===== src/fm_pkg.sv =====
/*
 * shared definitions for the FM core
 *   register numbers of the CPU map
 *   per-slot channel config and timer config structs
 *   datapath widths for mmr, phase generator and top
 */

package fm_pkg;

    localparam int FNUM_W      = 11;
    localparam int BLOCK_W     = 3;
    localparam int PHASE_ACC_W = 20;
    localparam int PHASE_OUT_W = 10;

    // register numbers, selected by an address write
    typedef enum logic [7:0] {
        REG_TIMER_A_HI = 8'h24,     // value A bits 9..2
        REG_TIMER_A_LO = 8'h25,     // value A bits 1..0
        REG_TIMER_B    = 8'h26,
        REG_TIMER_CTRL = 8'h27,     // load, irq enable, flag clear
        REG_FNUM_LO    = 8'hA0,     // base, +ch commits a channel
        REG_FNUM_HI    = 8'hA4      // base, +ch fills the shared latch
    } fm_reg_e;

    // channel config of the slot being processed now
    typedef struct packed {
        logic [1:0]         ch;
        logic [FNUM_W-1:0]  fnum;
        logic [BLOCK_W-1:0] block;
        logic               zero;   // high in slot 0
    } fm_slot_t;

    typedef struct packed {
        logic [9:0] value_a;
        logic [7:0] value_b;
        logic       load_a;
        logic       load_b;
        logic       irq_en_a;
        logic       irq_en_b;
        logic       clr_a;          // single clk pulse
        logic       clr_b;          // single clk pulse
    } fm_timer_cfg_t;

endpackage

===== src/fm_top.sv =====
/*
 * chip top of the reduced FM core
 *   CPU write strobe and status byte
 *   sample pulse from slot zero
 *   register map, timers and phase generator instances
 */

`timescale 1ns/1ns

module fm_top #(
    parameter int NUM_CH      = 3,
    parameter int BUSY_CYCLES = 32
) (
    input  logic                           clk,
    input  logic                           rst,
    input  logic                           cen,
    input  logic                           cs_n,
    input  logic                           wr_n,
    input  logic                           addr,
    input  logic [7:0]                     din,
    output logic [7:0]                     dout,
    output logic                           irq_n,
    output logic                           snd_sample,
    output logic [fm_pkg::PHASE_OUT_W-1:0] phase,
    output logic [1:0]                     phase_ch,
    output logic                           phase_valid
);

    fm_pkg::fm_slot_t      slot;
    fm_pkg::fm_timer_cfg_t timer_cfg;
    logic                  write;
    logic                  busy;
    logic                  flag_a;
    logic                  flag_b;

    assign write      = ~cs_n & ~wr_n;
    assign snd_sample = slot.zero & cen;    // once per full slot round
    assign dout       = {busy, 5'd0, flag_b, flag_a};

    fm_mmr #(
        .NUM_CH      (NUM_CH),
        .BUSY_CYCLES (BUSY_CYCLES)
    ) u_mmr (
        .clk       (clk),
        .rst       (rst),
        .cen       (cen),
        .write     (write),
        .addr      (addr),
        .din       (din),
        .busy      (busy),
        .slot      (slot),
        .timer_cfg (timer_cfg)
    );

    fm_timers u_timers (
        .clk    (clk),
        .rst    (rst),
        .tick_a (snd_sample),
        .cfg    (timer_cfg),
        .flag_a (flag_a),
        .flag_b (flag_b),
        .irq_n  (irq_n)
    );

    fm_pg #(
        .NUM_CH (NUM_CH)
    ) u_pg (
        .clk         (clk),
        .rst         (rst),
        .cen         (cen),
        .slot        (slot),
        .phase       (phase),
        .phase_ch    (phase_ch),
        .phase_valid (phase_valid)
    );

endmodule


===== src/fm_pg.sv =====
/*
 * phase generator, one accumulator per channel
 *   block shifted increment for the current slot
 *   registered phase with channel tag and valid
 */

`timescale 1ns/1ns

module fm_pg #(
    parameter int NUM_CH = 3
) (
    input  logic                           clk,
    input  logic                           rst,
    input  logic                           cen,
    input  fm_pkg::fm_slot_t               slot,
    output logic [fm_pkg::PHASE_OUT_W-1:0] phase,
    output logic [1:0]                     phase_ch,
    output logic                           phase_valid
);

    localparam int ACC_W = fm_pkg::PHASE_ACC_W;

    logic [ACC_W-1:0] acc [NUM_CH];
    logic [ACC_W-1:0] fnum_ext;
    logic [ACC_W-1:0] fnum_shl;
    logic [ACC_W-1:0] inc;
    logic [ACC_W-1:0] acc_upd;

    // fnum << block, then halved
    assign fnum_ext = ACC_W'(slot.fnum);
    assign fnum_shl = fnum_ext << slot.block;
    assign inc      = fnum_shl >> 1;
    assign acc_upd  = acc[slot.ch] + inc;   // wraps at ACC_W bits

    always_ff @(posedge clk) begin
        if (rst) begin
            for (int i = 0; i < NUM_CH; i++) begin
                acc[i] <= '0;
            end
        end else if (cen) begin
            acc[slot.ch] <= acc_upd;
        end
    end

    // one clk behind the slot, next slot computes meanwhile
    always_ff @(posedge clk) begin
        if (rst) begin
            phase       <= '0;
            phase_ch    <= '0;
            phase_valid <= 1'b0;
        end else begin
            phase_valid <= cen;
            if (cen) begin
                phase    <= acc_upd[ACC_W-1 -: fm_pkg::PHASE_OUT_W];
                phase_ch <= slot.ch;
            end
        end
    end

endmodule


===== src/fm_timers.sv =====
/*
 * chip timers A and B
 *   10 bit counter A ticked by the sample pulse
 *   8 bit counter B behind a 16 sample prescaler
 *   overflow flags and interrupt output
 */

`timescale 1ns/1ns

module fm_timers (
    input  logic                  clk,
    input  logic                  rst,
    input  logic                  tick_a,
    input  fm_pkg::fm_timer_cfg_t cfg,
    output logic                  flag_a,
    output logic                  flag_b,
    output logic                  irq_n
);

    logic [9:0] cnt_a;
    logic [7:0] cnt_b;
    logic [3:0] pre_b;
    logic       load_a_q;
    logic       load_b_q;
    logic       rise_a;
    logic       rise_b;
    logic       tick_b;
    logic       ovf_a;
    logic       ovf_b;

    assign rise_a = cfg.load_a & ~load_a_q;
    assign rise_b = cfg.load_b & ~load_b_q;

    // B moves once every 16 samples
    assign tick_b = tick_a & cfg.load_b & ~rise_b & (pre_b == 4'hF);

    assign ovf_a = tick_a & cfg.load_a & ~rise_a & (cnt_a == 10'h3FF);
    assign ovf_b = tick_b & (cnt_b == 8'hFF);

    always_ff @(posedge clk) begin
        if (rst) begin
            load_a_q <= 1'b0;
            load_b_q <= 1'b0;
        end else begin
            load_a_q <= cfg.load_a;
            load_b_q <= cfg.load_b;
        end
    end

    always_ff @(posedge clk) begin
        if (rst) begin
            cnt_a <= '0;
        end else if (rise_a || ovf_a) begin
            cnt_a <= cfg.value_a;
        end else if (tick_a && cfg.load_a) begin
            cnt_a <= cnt_a + 10'd1;
        end
    end

    always_ff @(posedge clk) begin
        if (rst) begin
            pre_b <= '0;
            cnt_b <= '0;
        end else if (rise_b) begin
            pre_b <= '0;            // prescaler restarts with the load
            cnt_b <= cfg.value_b;
        end else if (tick_a && cfg.load_b) begin
            pre_b <= pre_b + 4'd1;
            if (ovf_b) begin
                cnt_b <= cfg.value_b;
            end else if (tick_b) begin
                cnt_b <= cnt_b + 8'd1;
            end
        end
    end

    // clear has priority over a new overflow
    always_ff @(posedge clk) begin
        if (rst) begin
            flag_a <= 1'b0;
            flag_b <= 1'b0;
        end else begin
            if (cfg.clr_a) begin
                flag_a <= 1'b0;
            end else if (ovf_a && cfg.irq_en_a) begin
                flag_a <= 1'b1;
            end
            if (cfg.clr_b) begin
                flag_b <= 1'b0;
            end else if (ovf_b && cfg.irq_en_b) begin
                flag_b <= 1'b1;
            end
        end
    end

    assign irq_n = ~(flag_a | flag_b);

endmodule


===== src/fm_mmr.sv =====
/*
 * register map of the FM core
 *   address latch and data write decode
 *   fnum high latch and per-channel fnum/block storage
 *   timer registers, busy countdown, slot counter
 */

`timescale 1ns/1ns

module fm_mmr #(
    parameter int NUM_CH      = 3,
    parameter int BUSY_CYCLES = 32
) (
    input  logic                  clk,
    input  logic                  rst,
    input  logic                  cen,
    input  logic                  write,
    input  logic                  addr,
    input  logic [7:0]            din,
    output logic                  busy,
    output fm_pkg::fm_slot_t      slot,
    output fm_pkg::fm_timer_cfg_t timer_cfg
);

    localparam int BUSY_W = $clog2(BUSY_CYCLES + 1);
    localparam int FHI_W  = fm_pkg::FNUM_W - 8;     // fnum bits held in the latch

    fm_pkg::fm_reg_e sel_reg;
    logic [7:0]      sel_num;
    logic [1:0]      sel_ch;
    logic            data_wr;
    logic            ch_ok;
    logic            is_fnum_hi;
    logic            is_fnum_lo;

    logic [fm_pkg::BLOCK_W-1:0] blk_latch;
    logic [FHI_W-1:0]           fhi_latch;
    logic [fm_pkg::FNUM_W-1:0]  fnum_mem  [NUM_CH];
    logic [fm_pkg::BLOCK_W-1:0] block_mem [NUM_CH];

    fm_pkg::fm_timer_cfg_t timer_q;
    logic [BUSY_W-1:0]     busy_cnt;
    logic [1:0]            slot_cnt;

    assign data_wr = write & addr;
    assign sel_num = 8'(sel_reg);
    assign sel_ch  = sel_num[1:0];
    assign ch_ok   = {1'b0, sel_ch} < 3'(NUM_CH);   // upper channels ignored

    // channel registers come in groups of four
    assign is_fnum_hi = (sel_num & 8'hFC) == 8'(fm_pkg::REG_FNUM_HI);
    assign is_fnum_lo = (sel_num & 8'hFC) == 8'(fm_pkg::REG_FNUM_LO);

    always_ff @(posedge clk) begin
        if (rst) begin
            sel_reg <= fm_pkg::fm_reg_e'(8'h00);
        end else if (write && !addr) begin
            sel_reg <= fm_pkg::fm_reg_e'(din);
        end
    end

    // high byte waits in the latch until the low byte commits it
    always_ff @(posedge clk) begin
        if (rst) begin
            blk_latch <= '0;
            fhi_latch <= '0;
            for (int i = 0; i < NUM_CH; i++) begin
                fnum_mem[i]  <= '0;
                block_mem[i] <= '0;
            end
        end else if (data_wr && ch_ok) begin
            if (is_fnum_hi) begin
                blk_latch <= din[5:3];
                fhi_latch <= din[2:0];
            end else if (is_fnum_lo) begin
                fnum_mem[sel_ch]  <= {fhi_latch, din};
                block_mem[sel_ch] <= blk_latch;
            end
        end
    end

    always_ff @(posedge clk) begin
        if (rst) begin
            timer_q <= '0;
        end else begin
            timer_q.clr_a <= 1'b0;  // clears are never stored
            timer_q.clr_b <= 1'b0;
            if (data_wr) begin
                case (sel_reg)
                    fm_pkg::REG_TIMER_A_HI: timer_q.value_a[9:2] <= din;
                    fm_pkg::REG_TIMER_A_LO: timer_q.value_a[1:0] <= din[1:0];
                    fm_pkg::REG_TIMER_B:    timer_q.value_b      <= din;
                    fm_pkg::REG_TIMER_CTRL: begin
                        timer_q.load_a   <= din[0];
                        timer_q.load_b   <= din[1];
                        timer_q.irq_en_a <= din[2];
                        timer_q.irq_en_b <= din[3];
                        timer_q.clr_a    <= din[4];
                        timer_q.clr_b    <= din[5];
                    end
                    default: ;
                endcase
            end
        end
    end

    assign timer_cfg = timer_q;

    // a new write restarts the count even while busy
    always_ff @(posedge clk) begin
        if (rst) begin
            busy_cnt <= '0;
        end else if (data_wr) begin
            busy_cnt <= BUSY_W'(BUSY_CYCLES);
        end else if (cen && busy_cnt != '0) begin
            busy_cnt <= busy_cnt - 1'b1;
        end
    end

    assign busy = busy_cnt != '0;

    always_ff @(posedge clk) begin
        if (rst) begin
            slot_cnt <= '0;
        end else if (cen) begin
            slot_cnt <= (slot_cnt == 2'(NUM_CH - 1)) ? 2'd0 : slot_cnt + 2'd1;
        end
    end

    // config of the current slot straight from storage
    assign slot.ch    = slot_cnt;
    assign slot.fnum  = fnum_mem[slot_cnt];
    assign slot.block = block_mem[slot_cnt];
    assign slot.zero  = slot_cnt == 2'd0;

endmodule


===== config.mk =====
export PLATFORM = sky130hd
export DESIGN_NAME = fm_top
export DESIGN_NICKNAME = d
export VERILOG_FILES = /design/src/fm_pkg.sv /design/src/fm_top.sv /design/src/fm_pg.sv /design/src/fm_timers.sv /design/src/fm_mmr.sv
export SDC_FILE = /design/constraint.sdc
export NUM_CORES = 1
export LEC_CHECK = 0
export BUFFER_PORTS_ARGS = -buffer_cell sky130_fd_sc_hd__buf_2
export CAP_MARGIN = 20
export CORE_ASPECT_RATIO = 0.75
export CORE_UTILIZATION = 40
export CTS_BUF_LIST = sky130_fd_sc_hd__clkbuf_4 sky130_fd_sc_hd__clkbuf_8
export DETAILED_ROUTE_END_ITERATION = 7
export GPL_TIMING_DRIVEN = 0
export PLACE_DENSITY_LB_ADDON = 0.15
export SYNTH_ARGS = -nofsm -noshare
export SYNTH_HDL_FRONTEND = slang
export SYNTH_SLANG_ARGS = --single-unit

===== constraint.sdc =====
create_clock -name clk -period 4.4 [get_ports clk]
set_input_delay 0.22 -clock clk [delete_from_list [all_inputs] [get_ports clk]]
set_output_delay 0.22 -clock clk [all_outputs]
set_load 0.02 [all_outputs]

**After elaboration in Yosys (flattened, before gate mapping)**

Memories as Yosys holds them, arrays and structs flattened. A register that Yosys moved wholly into a read port is not among the register bits.
Cells that the tools add are included.

- Register bits: 85
- RAM bits: 102
- Bits of input ports: 14
- Output and inout bits: 23
- Word-level logic and storage cells: 131
- Memories kept: 3

- Add/sub/neg operators: 6
- $lt $le $gt $ge: 1
- Equal/unequal tests: 10
- Shifts and indexed selects: 1
- Muxes and demuxes: 34
- Bitwise logic cells: 22
- Reduce and logical (&&, ||, !) cells: 29

Memories:

| name | depth | bits a word | read ports | clocked after memory_dff | write ports | RTL line | RTL |
|---|---|---|---|---|---|---|---|
| u_pg.acc | 3 | 20 | 1 | 1 | 3 | fm_pg.sv:23 | `logic [ACC_W-1:0] acc [NUM_CH];` |
| u_mmr.fnum_mem | 3 | 11 | 1 | 1 | 3 | fm_mmr.sv:38 | `logic [fm_pkg::FNUM_W-1:0] fnum_mem [NUM_CH];` |
| u_mmr.block_mem | 3 | 3 | 1 | 1 | 3 | fm_mmr.sv:39 | `logic [fm_pkg::BLOCK_W-1:0] block_mem [NUM_CH];` |

Operators by type and width:

| kind | count |
|---|---|
| equality test 8 x 6 -> 1 bit (second input constant) | 4 |
| two-way mux 8 bit | 4 |
| adder 20 x 19 -> 20 bit | 1 |
| two-way mux 10 bit | 2 |
| two-way mux 2 bit | 10 |
| two-way mux 20 bit | 1 |
| OR reduction 20 bit | 1 |
| << shifter 11 x 3 -> 20 bit | 1 |
| two-way mux 1 bit | 13 |
| AND 1 bit | 12 |
| equality test 6 bit (second input constant) | 2 |
| two-way mux 6 bit | 2 |
| AND reduction 2 bit | 6 |
| two-way mux 11 bit | 1 |
| OR reduction 11 bit | 1 |
| adder 10 x 1 -> 10 bit (second input constant) | 1 |
| equality test 10 bit (second input constant) | 1 |
| inverter 1 bit | 9 |
| adder 8 x 1 -> 8 bit (second input constant) | 1 |
| equality test 8 bit (second input constant) | 1 |
| OR reduction 2 bit | 4 |
| logical AND 1 bit | 7 |
| nonzero test 2 bit | 3 |
| nonzero test 6 bit | 1 |
| 13 further kinds | 14 |

**Longest topological paths before layout**

Gate-level depths: netlist of run 1.

- Depth in word-level cells: 9
- Mapped depth: 15
- Mapped depth without buffers: 12

**Cells and area by module**

From an unflattened synthesis of run 1, not the netlist that was laid out.

- Cells, all modules: 1007
- Area, all modules: 11202.0 um2

By module, submodules not included:

| module | times used | cells each | area an instance (um2) | seq. area each (um2) |
|---|---|---|---|---|
| fm_pg | 1 | 464 | 5245.0 | 2662.6 |
| fm_mmr | 1 | 340 | 4300.4 | 2642.5 |
| fm_timers | 1 | 192 | 1582.8 | 520.5 |
| fm_top | 1 | 11 | 73.8 | 0.0 |

**Worst setup path before layout of run 1**

No wires, ideal clock.

- Path type: register to register
- Start: register (tool-made name)
- End: memory u_pg.acc[0][18] (netlist bit), data pin
- Setup time: 271 ps
- Arrival time: 3530 ps
- Required time: 4129 ps
- Slack: 598 ps
- Stages on the path, launching flop included: 15
- Path buffers: 4
- Clock period less this slack: 3802 ps
- Path through: dfxtp_1 > buf_6 > buf_2 > mux4_2 > inv_1 > clkbuf_1 > o21ai_0 > ha_1 > clkbuf_1 > and3_1 > a22o_1 > o31ai_4 > o211ai_2 > a311oi_1 > nor2_1

RTL lines:

| item | RTL line |
|---|---|
| end, declared | fm_pg.sv:23 |

==> flow_summary_export.csv, run 1 <==
group,metric,value,unit
setup_path,cp.depth,12,
clocking,cts_buffer_depth,3,
sta,slew_viol_final,0,
setup_path,crit_buf_inv,3,
routing,routedWlPerCell,19.10,microns
sta,period_needed,4.181,ns
sta,finalSetupTns,0,ns
clocking,clock_latency,0.55,ns
place,dp.cells,1353,
synth,synth_edf_count,136,
setup_path,cp_top_family,"compound AO/OA/AOI/OAI gates",
sta,final-hold-violation-count,0,
pwr,finalPower,5.376,mW
final_layout,multiInputGateArea,4776,sq um
clocking,tritoncts,"yes",
setup_path,reg2reg_slack,0.22,ns
global_routing,grt_pass1_wl,41.99,mm
clocking,h-tree-depth,2,
sta,whs,0.03512,ns
final_layout,layout.nets,1086,
setup_path,rr_worst_depth,12,
synth,syn-instance-count,957,
clocking,cts_made_buffers,37,
flow_run,maxCapViolCount,0,
setup_path,worstPathCellList,"clkbuf_2, clkbuf_2, mux4_2, ha_1, fa_1, a21o_1, a22o_1, o31ai_4, buf_12, o211ai_2, a311oi_2, nor2_1",
routing,drtIter0Drc,551,
routing,routed_via_density,5.245,
die,die_w,192.0,microns
final_layout,regArea,5826,sq um
place,dp_slack,-0.5506,ns
pwr,p_per_area,430.3,nW/um^2
synth,synth-warning-count,0,
synth,synth_area_leaders,"edfxtp_1, dfxtp_1, mux4_2, nor2_1, mux2i_1",
routing,ant_nets,0,
setup_path,regToRegEndpoint,"u_pg.acc[1][18]",
routing,vias,7459,
sta,finalCritPeriodShare,0.9503,
synth,yosys.area.top_type,"edfxtp_1",
global_routing,grt_use_total,0.2033,
pwr,p_leak,4.740,nW
place,numPortBuffers,31,
final_layout,area_growth,15.34,%
sta,setup_slack,0.2186,ns
global_routing,grt_pass1_vias,7262,
die,dieArea,27750,sq um
synth,synth.avg_cell_area,11.32,sq um
clocking,path_clk_slew,0.07,ns
synth,ys_types,74,
final_layout,drive_above_1_share,0.1790,
routing,first_pass_iters,5,
synth,synth_flop_cell,"edfxtp_1",
pwr,ir_drop,0.2672,mV
final_layout,antenna_cells,0,
sta,fin_skew,0.03795,ns
place,dp_hpwl,18.81,mm
min_path,hold_class,"primary input to flop",
die,pin_count,37,
synth,postSynth.asyncResetShare,0,
routing,drc_errors,0,
synth,ys_seq_area_frac,0.5378,
setup_path,crit_fanout,10,
setup_path,critPathLaunchType,"flop",
synth,syn-cell-area,10830,sq um
setup_path,critPathCapture,"u_pg.acc[1][18]",
synth,synth_most_common_cell,"nor2_1",
place,gp_congestion,0.9345,
synth,synthTopCellsByCount,"nor2_1, edfxtp_1, dfxtp_1",
synth,synth_top_cell_area_share,0.3770,
clocking,cts_num_sinks,223,
setup_path,cp_data_arrival_time,4.46,ns
outcome,status,"finished clean",
die,start_util,0.4121,
die,core_area,26290,sq um
synth,synth_seq_cells,223,
sta,slew_headroom,0.4157,
setup_path,crit_top_cell,"clkbuf_2",
final_layout,fin_cells,1422,
setup_path,critPathSlowestCell,"dfxtp_1",
die,die_h,144.5,microns
global_routing,grt_max_degree,21,
setup_path,crit_path_max_incr_delay,0.59,ns
sta,fmax,0.2392,GHz
die,rows,51,
routing,wirelength,27.17,mm
setup_path,worstSetupEndpointType,"flop",
sta,setup-violations-final,0,
sta,worst_slew_pin_slew,0.8718,ns
clocking,clockRootBuffer,"clkbuf_8",
global_routing,antenna_found_initial,0,
global_routing,grt_overflow,0,
final_layout,fill_cells,2460,
setup_path,crit_type,"flop to flop",
setup_path,required,4.67,ns
==> power by group <==
group          internal [mW]  switching, mW  total [mW]
logic                  0.369          0.623       0.992
registers               2.34         0.0483        2.39
clock network           1.12          0.873        1.99
total                   3.83           1.54        5.38
==> kinds of logic after synthesis <==
group | synth area share
mux | 0.1257
xor+xnor | 0.02345
buf+inv | 0.03650
other cells | 0.0003462
compound gates | 0.08432
fa+ha+maj | 0.02726
flops | 0.5378
simple gates | 0.1647
==> worst min path at each step <==
stage                       start  cells past startpoint                   end  slack [ns]
3_5_place_dp   u_mmr.timer_cfg[1]                      1       u_timers.flag_a        0.38
3_3_place_gp   u_mmr.timer_cfg[1]                      1       u_timers.flag_a        0.37
4_1_cts                    din[7]                      1  u_mmr.fnum_mem[3][7]       0.009
2_1_floorplan              din[0]                      0  u_mmr.fnum_mem[3][0]        0.32
5_1_grt                    din[7]                      1  u_mmr.fnum_mem[3][7]        0.02
6_report                   din[7]                      1  u_mmr.fnum_mem[3][7]        0.04
==> per-layer routing <==
layer / GRT usage / vias to the layer above / wire length, microns
li1: - / 3612 / -
met1: 0.3141 / 3616 / 14130
met2: 0.2852 / 191 / 10970
met3: 0.04004 / 40 / 1581
met4: 0.05512 / 0 / 486
met5: 0 / - / 0
==> flip-flops by register name, summed over array words and instances (netlist names), 3 cells and up, named ones only <==
name,flops
u_pg.acc,80
u_mmr.timer_cfg,24
u_mmr.fhi_latch,3
u_mmr.busy_cnt,6
u_timers.cnt_a,10
u_mmr.blk_latch,3
u_mmr.fnum_mem,44
u_mmr.sel_num,8
u_mmr.block_mem,12
u_timers.pre_b,4
u_timers.cnt_b,8
u_pg.phase,10
==> per-stage QoR <==
| step | instance area (sq um) | utilization |
|---|---|---|
| 6_report | 12490 | 0.4753 |
| 5_1_grt | 12490 | 0.4753 |
| 4_1_cts | 12380 | 0.4707 |
| 3_5_place_dp | 11530 | 0.4386 |
| 3_3_place_gp | 11490 | 0.4369 |
| 2_1_floorplan | 10900 | - |
==> final cells by class <==
cell class / count / area share
buffer: 54 / 0.02173
clock inverter: 16 / 0.01041
tap: 344 / 0.03445
timing repair buffer: 39 / 0.02043
sequential: 223 / 0.4663
inverter: 34 / 0.01021
clock buffer: 52 / 0.05428
multi-input combinational: 660 / 0.3822
==> worst reg2reg max path, stage by stage (launching register included) <==
cell	delay (ns)
dfxtp_1	0.59
clkbuf_2	0.41
clkbuf_2	0.39
mux4_2	0.36
ha_1	0.25
fa_1	0.42
a21o_1	0.23
a22o_1	0.24
o31ai_4	0.26
buf_12	0.17
o211ai_2	0.10
a311oi_2	0.37
nor2_1	0.10
==> placed cells by master (no fill, tap or decap), types with 12 or more instances in the layout <==
cell type,n
a211oi_1,14
and2_1,52
clkbuf_1,27
dfxtp_1,87
mux4_2,34
conb_1,19
a21oi_1,38
nor3_1,16
o21ai_0,33
clkbuf_8,46
nor2_1,150
buf_2,35
inv_1,33
ha_1,22
edfxtp_1,136
xnor2_1,12
mux2i_1,53
nand2_1,68
==> timing repair <==
action | CTS | global route
endpoints found under the hold margin | 2 | 0
pin swaps | 0 | 2
hold buffers | 2 | 0
resized for setup | 6 | 20
endpoints found under the setup margin | 45 | 40
setup buffers | 0 | 3
No activity file was read; power rests on OpenSTA's default activity.
==> inputs of run 2 (changes only) <==
--- a/config.mk
+++ b/config.mk
@@ -5,11 +5,13 @@
 export SDC_FILE = /design/constraint.sdc
 export NUM_CORES = 1
 export LEC_CHECK = 0
+export ABC_AREA = 1
 export BUFFER_PORTS_ARGS = -buffer_cell sky130_fd_sc_hd__buf_2
 export CAP_MARGIN = 20
 export CORE_ASPECT_RATIO = 0.75
-export CORE_UTILIZATION = 40
+export CORE_UTILIZATION = 51
 export CTS_BUF_LIST = sky130_fd_sc_hd__clkbuf_4 sky130_fd_sc_hd__clkbuf_8
+export CTS_CLUSTER_SIZE = 28
 export DETAILED_ROUTE_END_ITERATION = 7
 export GPL_TIMING_DRIVEN = 0
 export PLACE_DENSITY_LB_ADDON = 0.15
==> flow_summary_export.csv, run 2 <==
group,metric,value,unit
routing,routedWlPerCell,16.57,microns
final_layout,final_cell_mix,"nand2_1, nor2_1, inv_1, edfxtp_1, o21ai_0",
clocking,clock_latency,0.54,ns
final_layout,regMostFlops,"u_pg.acc",
sta,worst_slew_pin_slew,0.7435,ns
global_routing,grt_pass1_wl,45.33,mm
sta,rsz0062_at_grt,"false",
final_layout,utilization,0.5938,
global_routing,antenna_found_initial,0,
die,start_util,0.5218,
sta,fin_skew,0.01922,ns
synth,synth_compound_area_frac,0.1107,
setup_path,crit_path_max_incr_delay,0.60,ns
synth,yosys.area.top_type,"edfxtp_1",
clocking,clockRootBuffer,"clkbuf_8",
routing,wirelength,29.07,mm
synth,synth-warning-count,0,
setup_path,worstSetupEndpointType,"flop",
sta,period_needed,3.952,ns
setup_path,regToRegEndpoint,"u_pg.acc[3][10]",
die,pin_count,37,
routing,first_pass_iters,7,
die,die_w,172.0,microns
synth,syn-cell-area,11050,sq um
final_layout,area_growth,13.79,%
setup_path,critPathSlowestCell,"xnor2_1",
global_routing,grt_max_degree,21,
die,rows,46,
sta,finalCritPeriodShare,0.8982,
synth,synth_most_common_cell,"nand2_1",
pwr,p_per_area,461.3,nW/um^2
synth,synthTopCellsByCount,"nand2_1, nor2_1, inv_1",
setup_path,required,4.66,ns
synth,postSynth.asyncResetShare,0,
place,numPortBuffers,31,
sta,slew_viol_final,0,
final_layout,largest_reg_flops,80,
setup_path,crit_top_cell,"clkbuf_1",
final_layout,fill_cells,2002,
synth,ys_seq_area_frac,0.5271,
synth,synth_seq_cells,223,
synth,synth.avg_cell_area,8.260,sq um
setup_path,cp_top_family,"buffers and inverters",
clocking,tritoncts,"yes",
setup_path,crit_buf_inv,5,
sta,final-hold-violation-count,0,
clocking,cts_made_buffers,37,
place,dp_hpwl,20.56,mm
outcome,status,"finished clean",
min_path,holdPathStages,1,
pwr,ir_drop,0.3161,mV
global_routing,grt_overflow,0,
clocking,h-tree-depth,2,
routing,vias,9336,
synth,yosys.area_share.simple,0.2435,
clocking,path_clk_slew,0.06,ns
setup_path,crit_type,"flop to flop",
setup_path,crit_fanout,10,
setup_path,cp_data_arrival_time,4.21,ns
final_layout,layout.nets,1475,
die,core_area,21180,sq um
final_layout,layout_commonest_cell,"nand2_1",
final_layout,antenna_cells,0,
routing,routed_via_density,5.323,
global_routing,grt_use_total,0.2692,
clocking,cts_buffer_depth,3,
final_layout,drive_above_1_share,0.1030,
sta,finalSetupTns,0,ns
setup_path,rr_worst_depth,12,
synth,ys_types,44,
sta,setup-violations-final,0,
setup_path,critPathLaunchType,"flop",
die,dieArea,22270,sq um
routing,drtIter0Drc,927,
synth,syn-instance-count,1338,
synth,synth_mux_area_frac,0,
synth,synth_top_cell_area_share,0.3695,
pwr,p_leak,5.510,nW
flow_run,maxCapViolCount,0,
sta,slew_headroom,0.5032,
routing,drc_errors,0,
synth,synth_edf_count,136,
synth,synth_top_family_by_area,"simple AND/OR/NAND/NOR gates",
setup_path,reg2reg_slack,0.45,ns
clocking,cts_setup_buffers,0,
synth,synth_area_leaders,"edfxtp_1, dfxtp_1, nand2_1, nor2_1, o21ai_0",
place,gp_congestion,0.9481,
min_path,hp-start,"din[1]",
global_routing,grt_pass1_vias,8391,
clocking,cts_num_sinks,223,
sta,fmax,0.2530,GHz
clocking,hold_buffers,7,
routing,ant_nets,0,
synth,synthAdderAreaFrac,0.02672,
setup_path,worstPathCellList,"inv_2, buf_2, clkbuf_1, clkbuf_1, o21ai_0, o22ai_1, ha_1, a21oi_1, and2_1, nand3_1, xnor2_1, inv_1",
min_path,hold_class,"primary input to flop",
min_path,hold_path_end,"u_mmr.fnum_mem[3][1]",
die,die_h,129.5,microns
clocking,cts_resized,0,
synth,synth_flop_cell,"edfxtp_1",
synth,synth_xor_area_frac,0.01506,
[run 2: per-layer routing]
| metal | wire length, microns | GRT usage | vias up |
|---|---|---|---|
| li1 | - | - | 4614 |
| met3 | 2133 | 0.03787 | 48 |
| met2 | 11980 | 0.3954 | 294 |
| met5 | 0 | 0 | - |
| met1 | 14420 | 0.4139 | 4380 |
| met4 | 537 | 0.06976 | 0 |
[run 2: through the flow]
stage | power (mW) | hold WS, ns | cells | setup slack (ns) | cell area, sq um
after detailed placement | 3.871 | 0.3781 | 1677 | 0.5367 | 11660
after CTS | 5.798 | 0.001573 | 1751 | 0.5103 | 12520
after floorplan | 3.481 | 0.3189 | 1356 | 1.650 | 11120
after global routing | 6.096 | 0.01434 | 1754 | 0.2319 | 12580
final | 5.802 | 0.02805 | 1754 | 0.4479 | 12580
after global placement | 3.850 | 0.3761 | 1675 | 0.1186 | 11630
[run 2: layout make-up]
class	instances	area, sq um	area share
flip-flops and latches	223	5826	0.4632
multi-input cells	930	4453	0.3541
clock buffers	54	699.4	0.05562
inverters	143	536.8	0.04268
well taps	288	360.3	0.02865
plain buffers	60	309.0	0.02457
repair buffers	43	301.5	0.02398
clock inverters	13	90.09	0.007163
[run 2: how the worst max path moves through the flow]
stage,cells past startpoint,slack (ns),startpoint,endpoint
4_1_cts,13,0.51,flop,u_pg.acc[3][11]
5_1_grt,15,0.23,flop,u_pg.acc[0][12]
3_5_place_dp,13,0.54,flop,u_pg.acc[3][11]
6_report,12,0.45,flop,u_pg.acc[3][10]
3_3_place_gp,5,0.12,rst,u_pg.acc[3][3]
2_1_floorplan,18,1.65,flop,u_pg.acc[0][17]
[run 2: cell families (layout without fill, tap and decap cells)]
group	count (synthesis)	count (layout)
other cells	1	19
fa+ha+maj	23	23
simple gates	650	650
flops	223	223
compound gates	219	219
buf+inv	203	313
xor+xnor	19	19
[run 2: worst register-to-register path: stages, from the launching register on]
cell,delay [ns]
dfxtp_1,0.38
inv_2,0.11
buf_2,0.22
clkbuf_1,0.45
clkbuf_1,0.54
o21ai_0,0.15
o22ai_1,0.17
ha_1,0.31
a21oi_1,0.27
and2_1,0.17
nand3_1,0.23
xnor2_1,0.60
inv_1,0.09
[run 2: where the power goes]
group,leakage (nW),internal [mW],switching (mW)
Sequential,2.09,2.39,0.0507
Clock,0.425,1.09,0.849
Combinational,2.99,0.441,0.989
Total,5.51,3.91,1.89
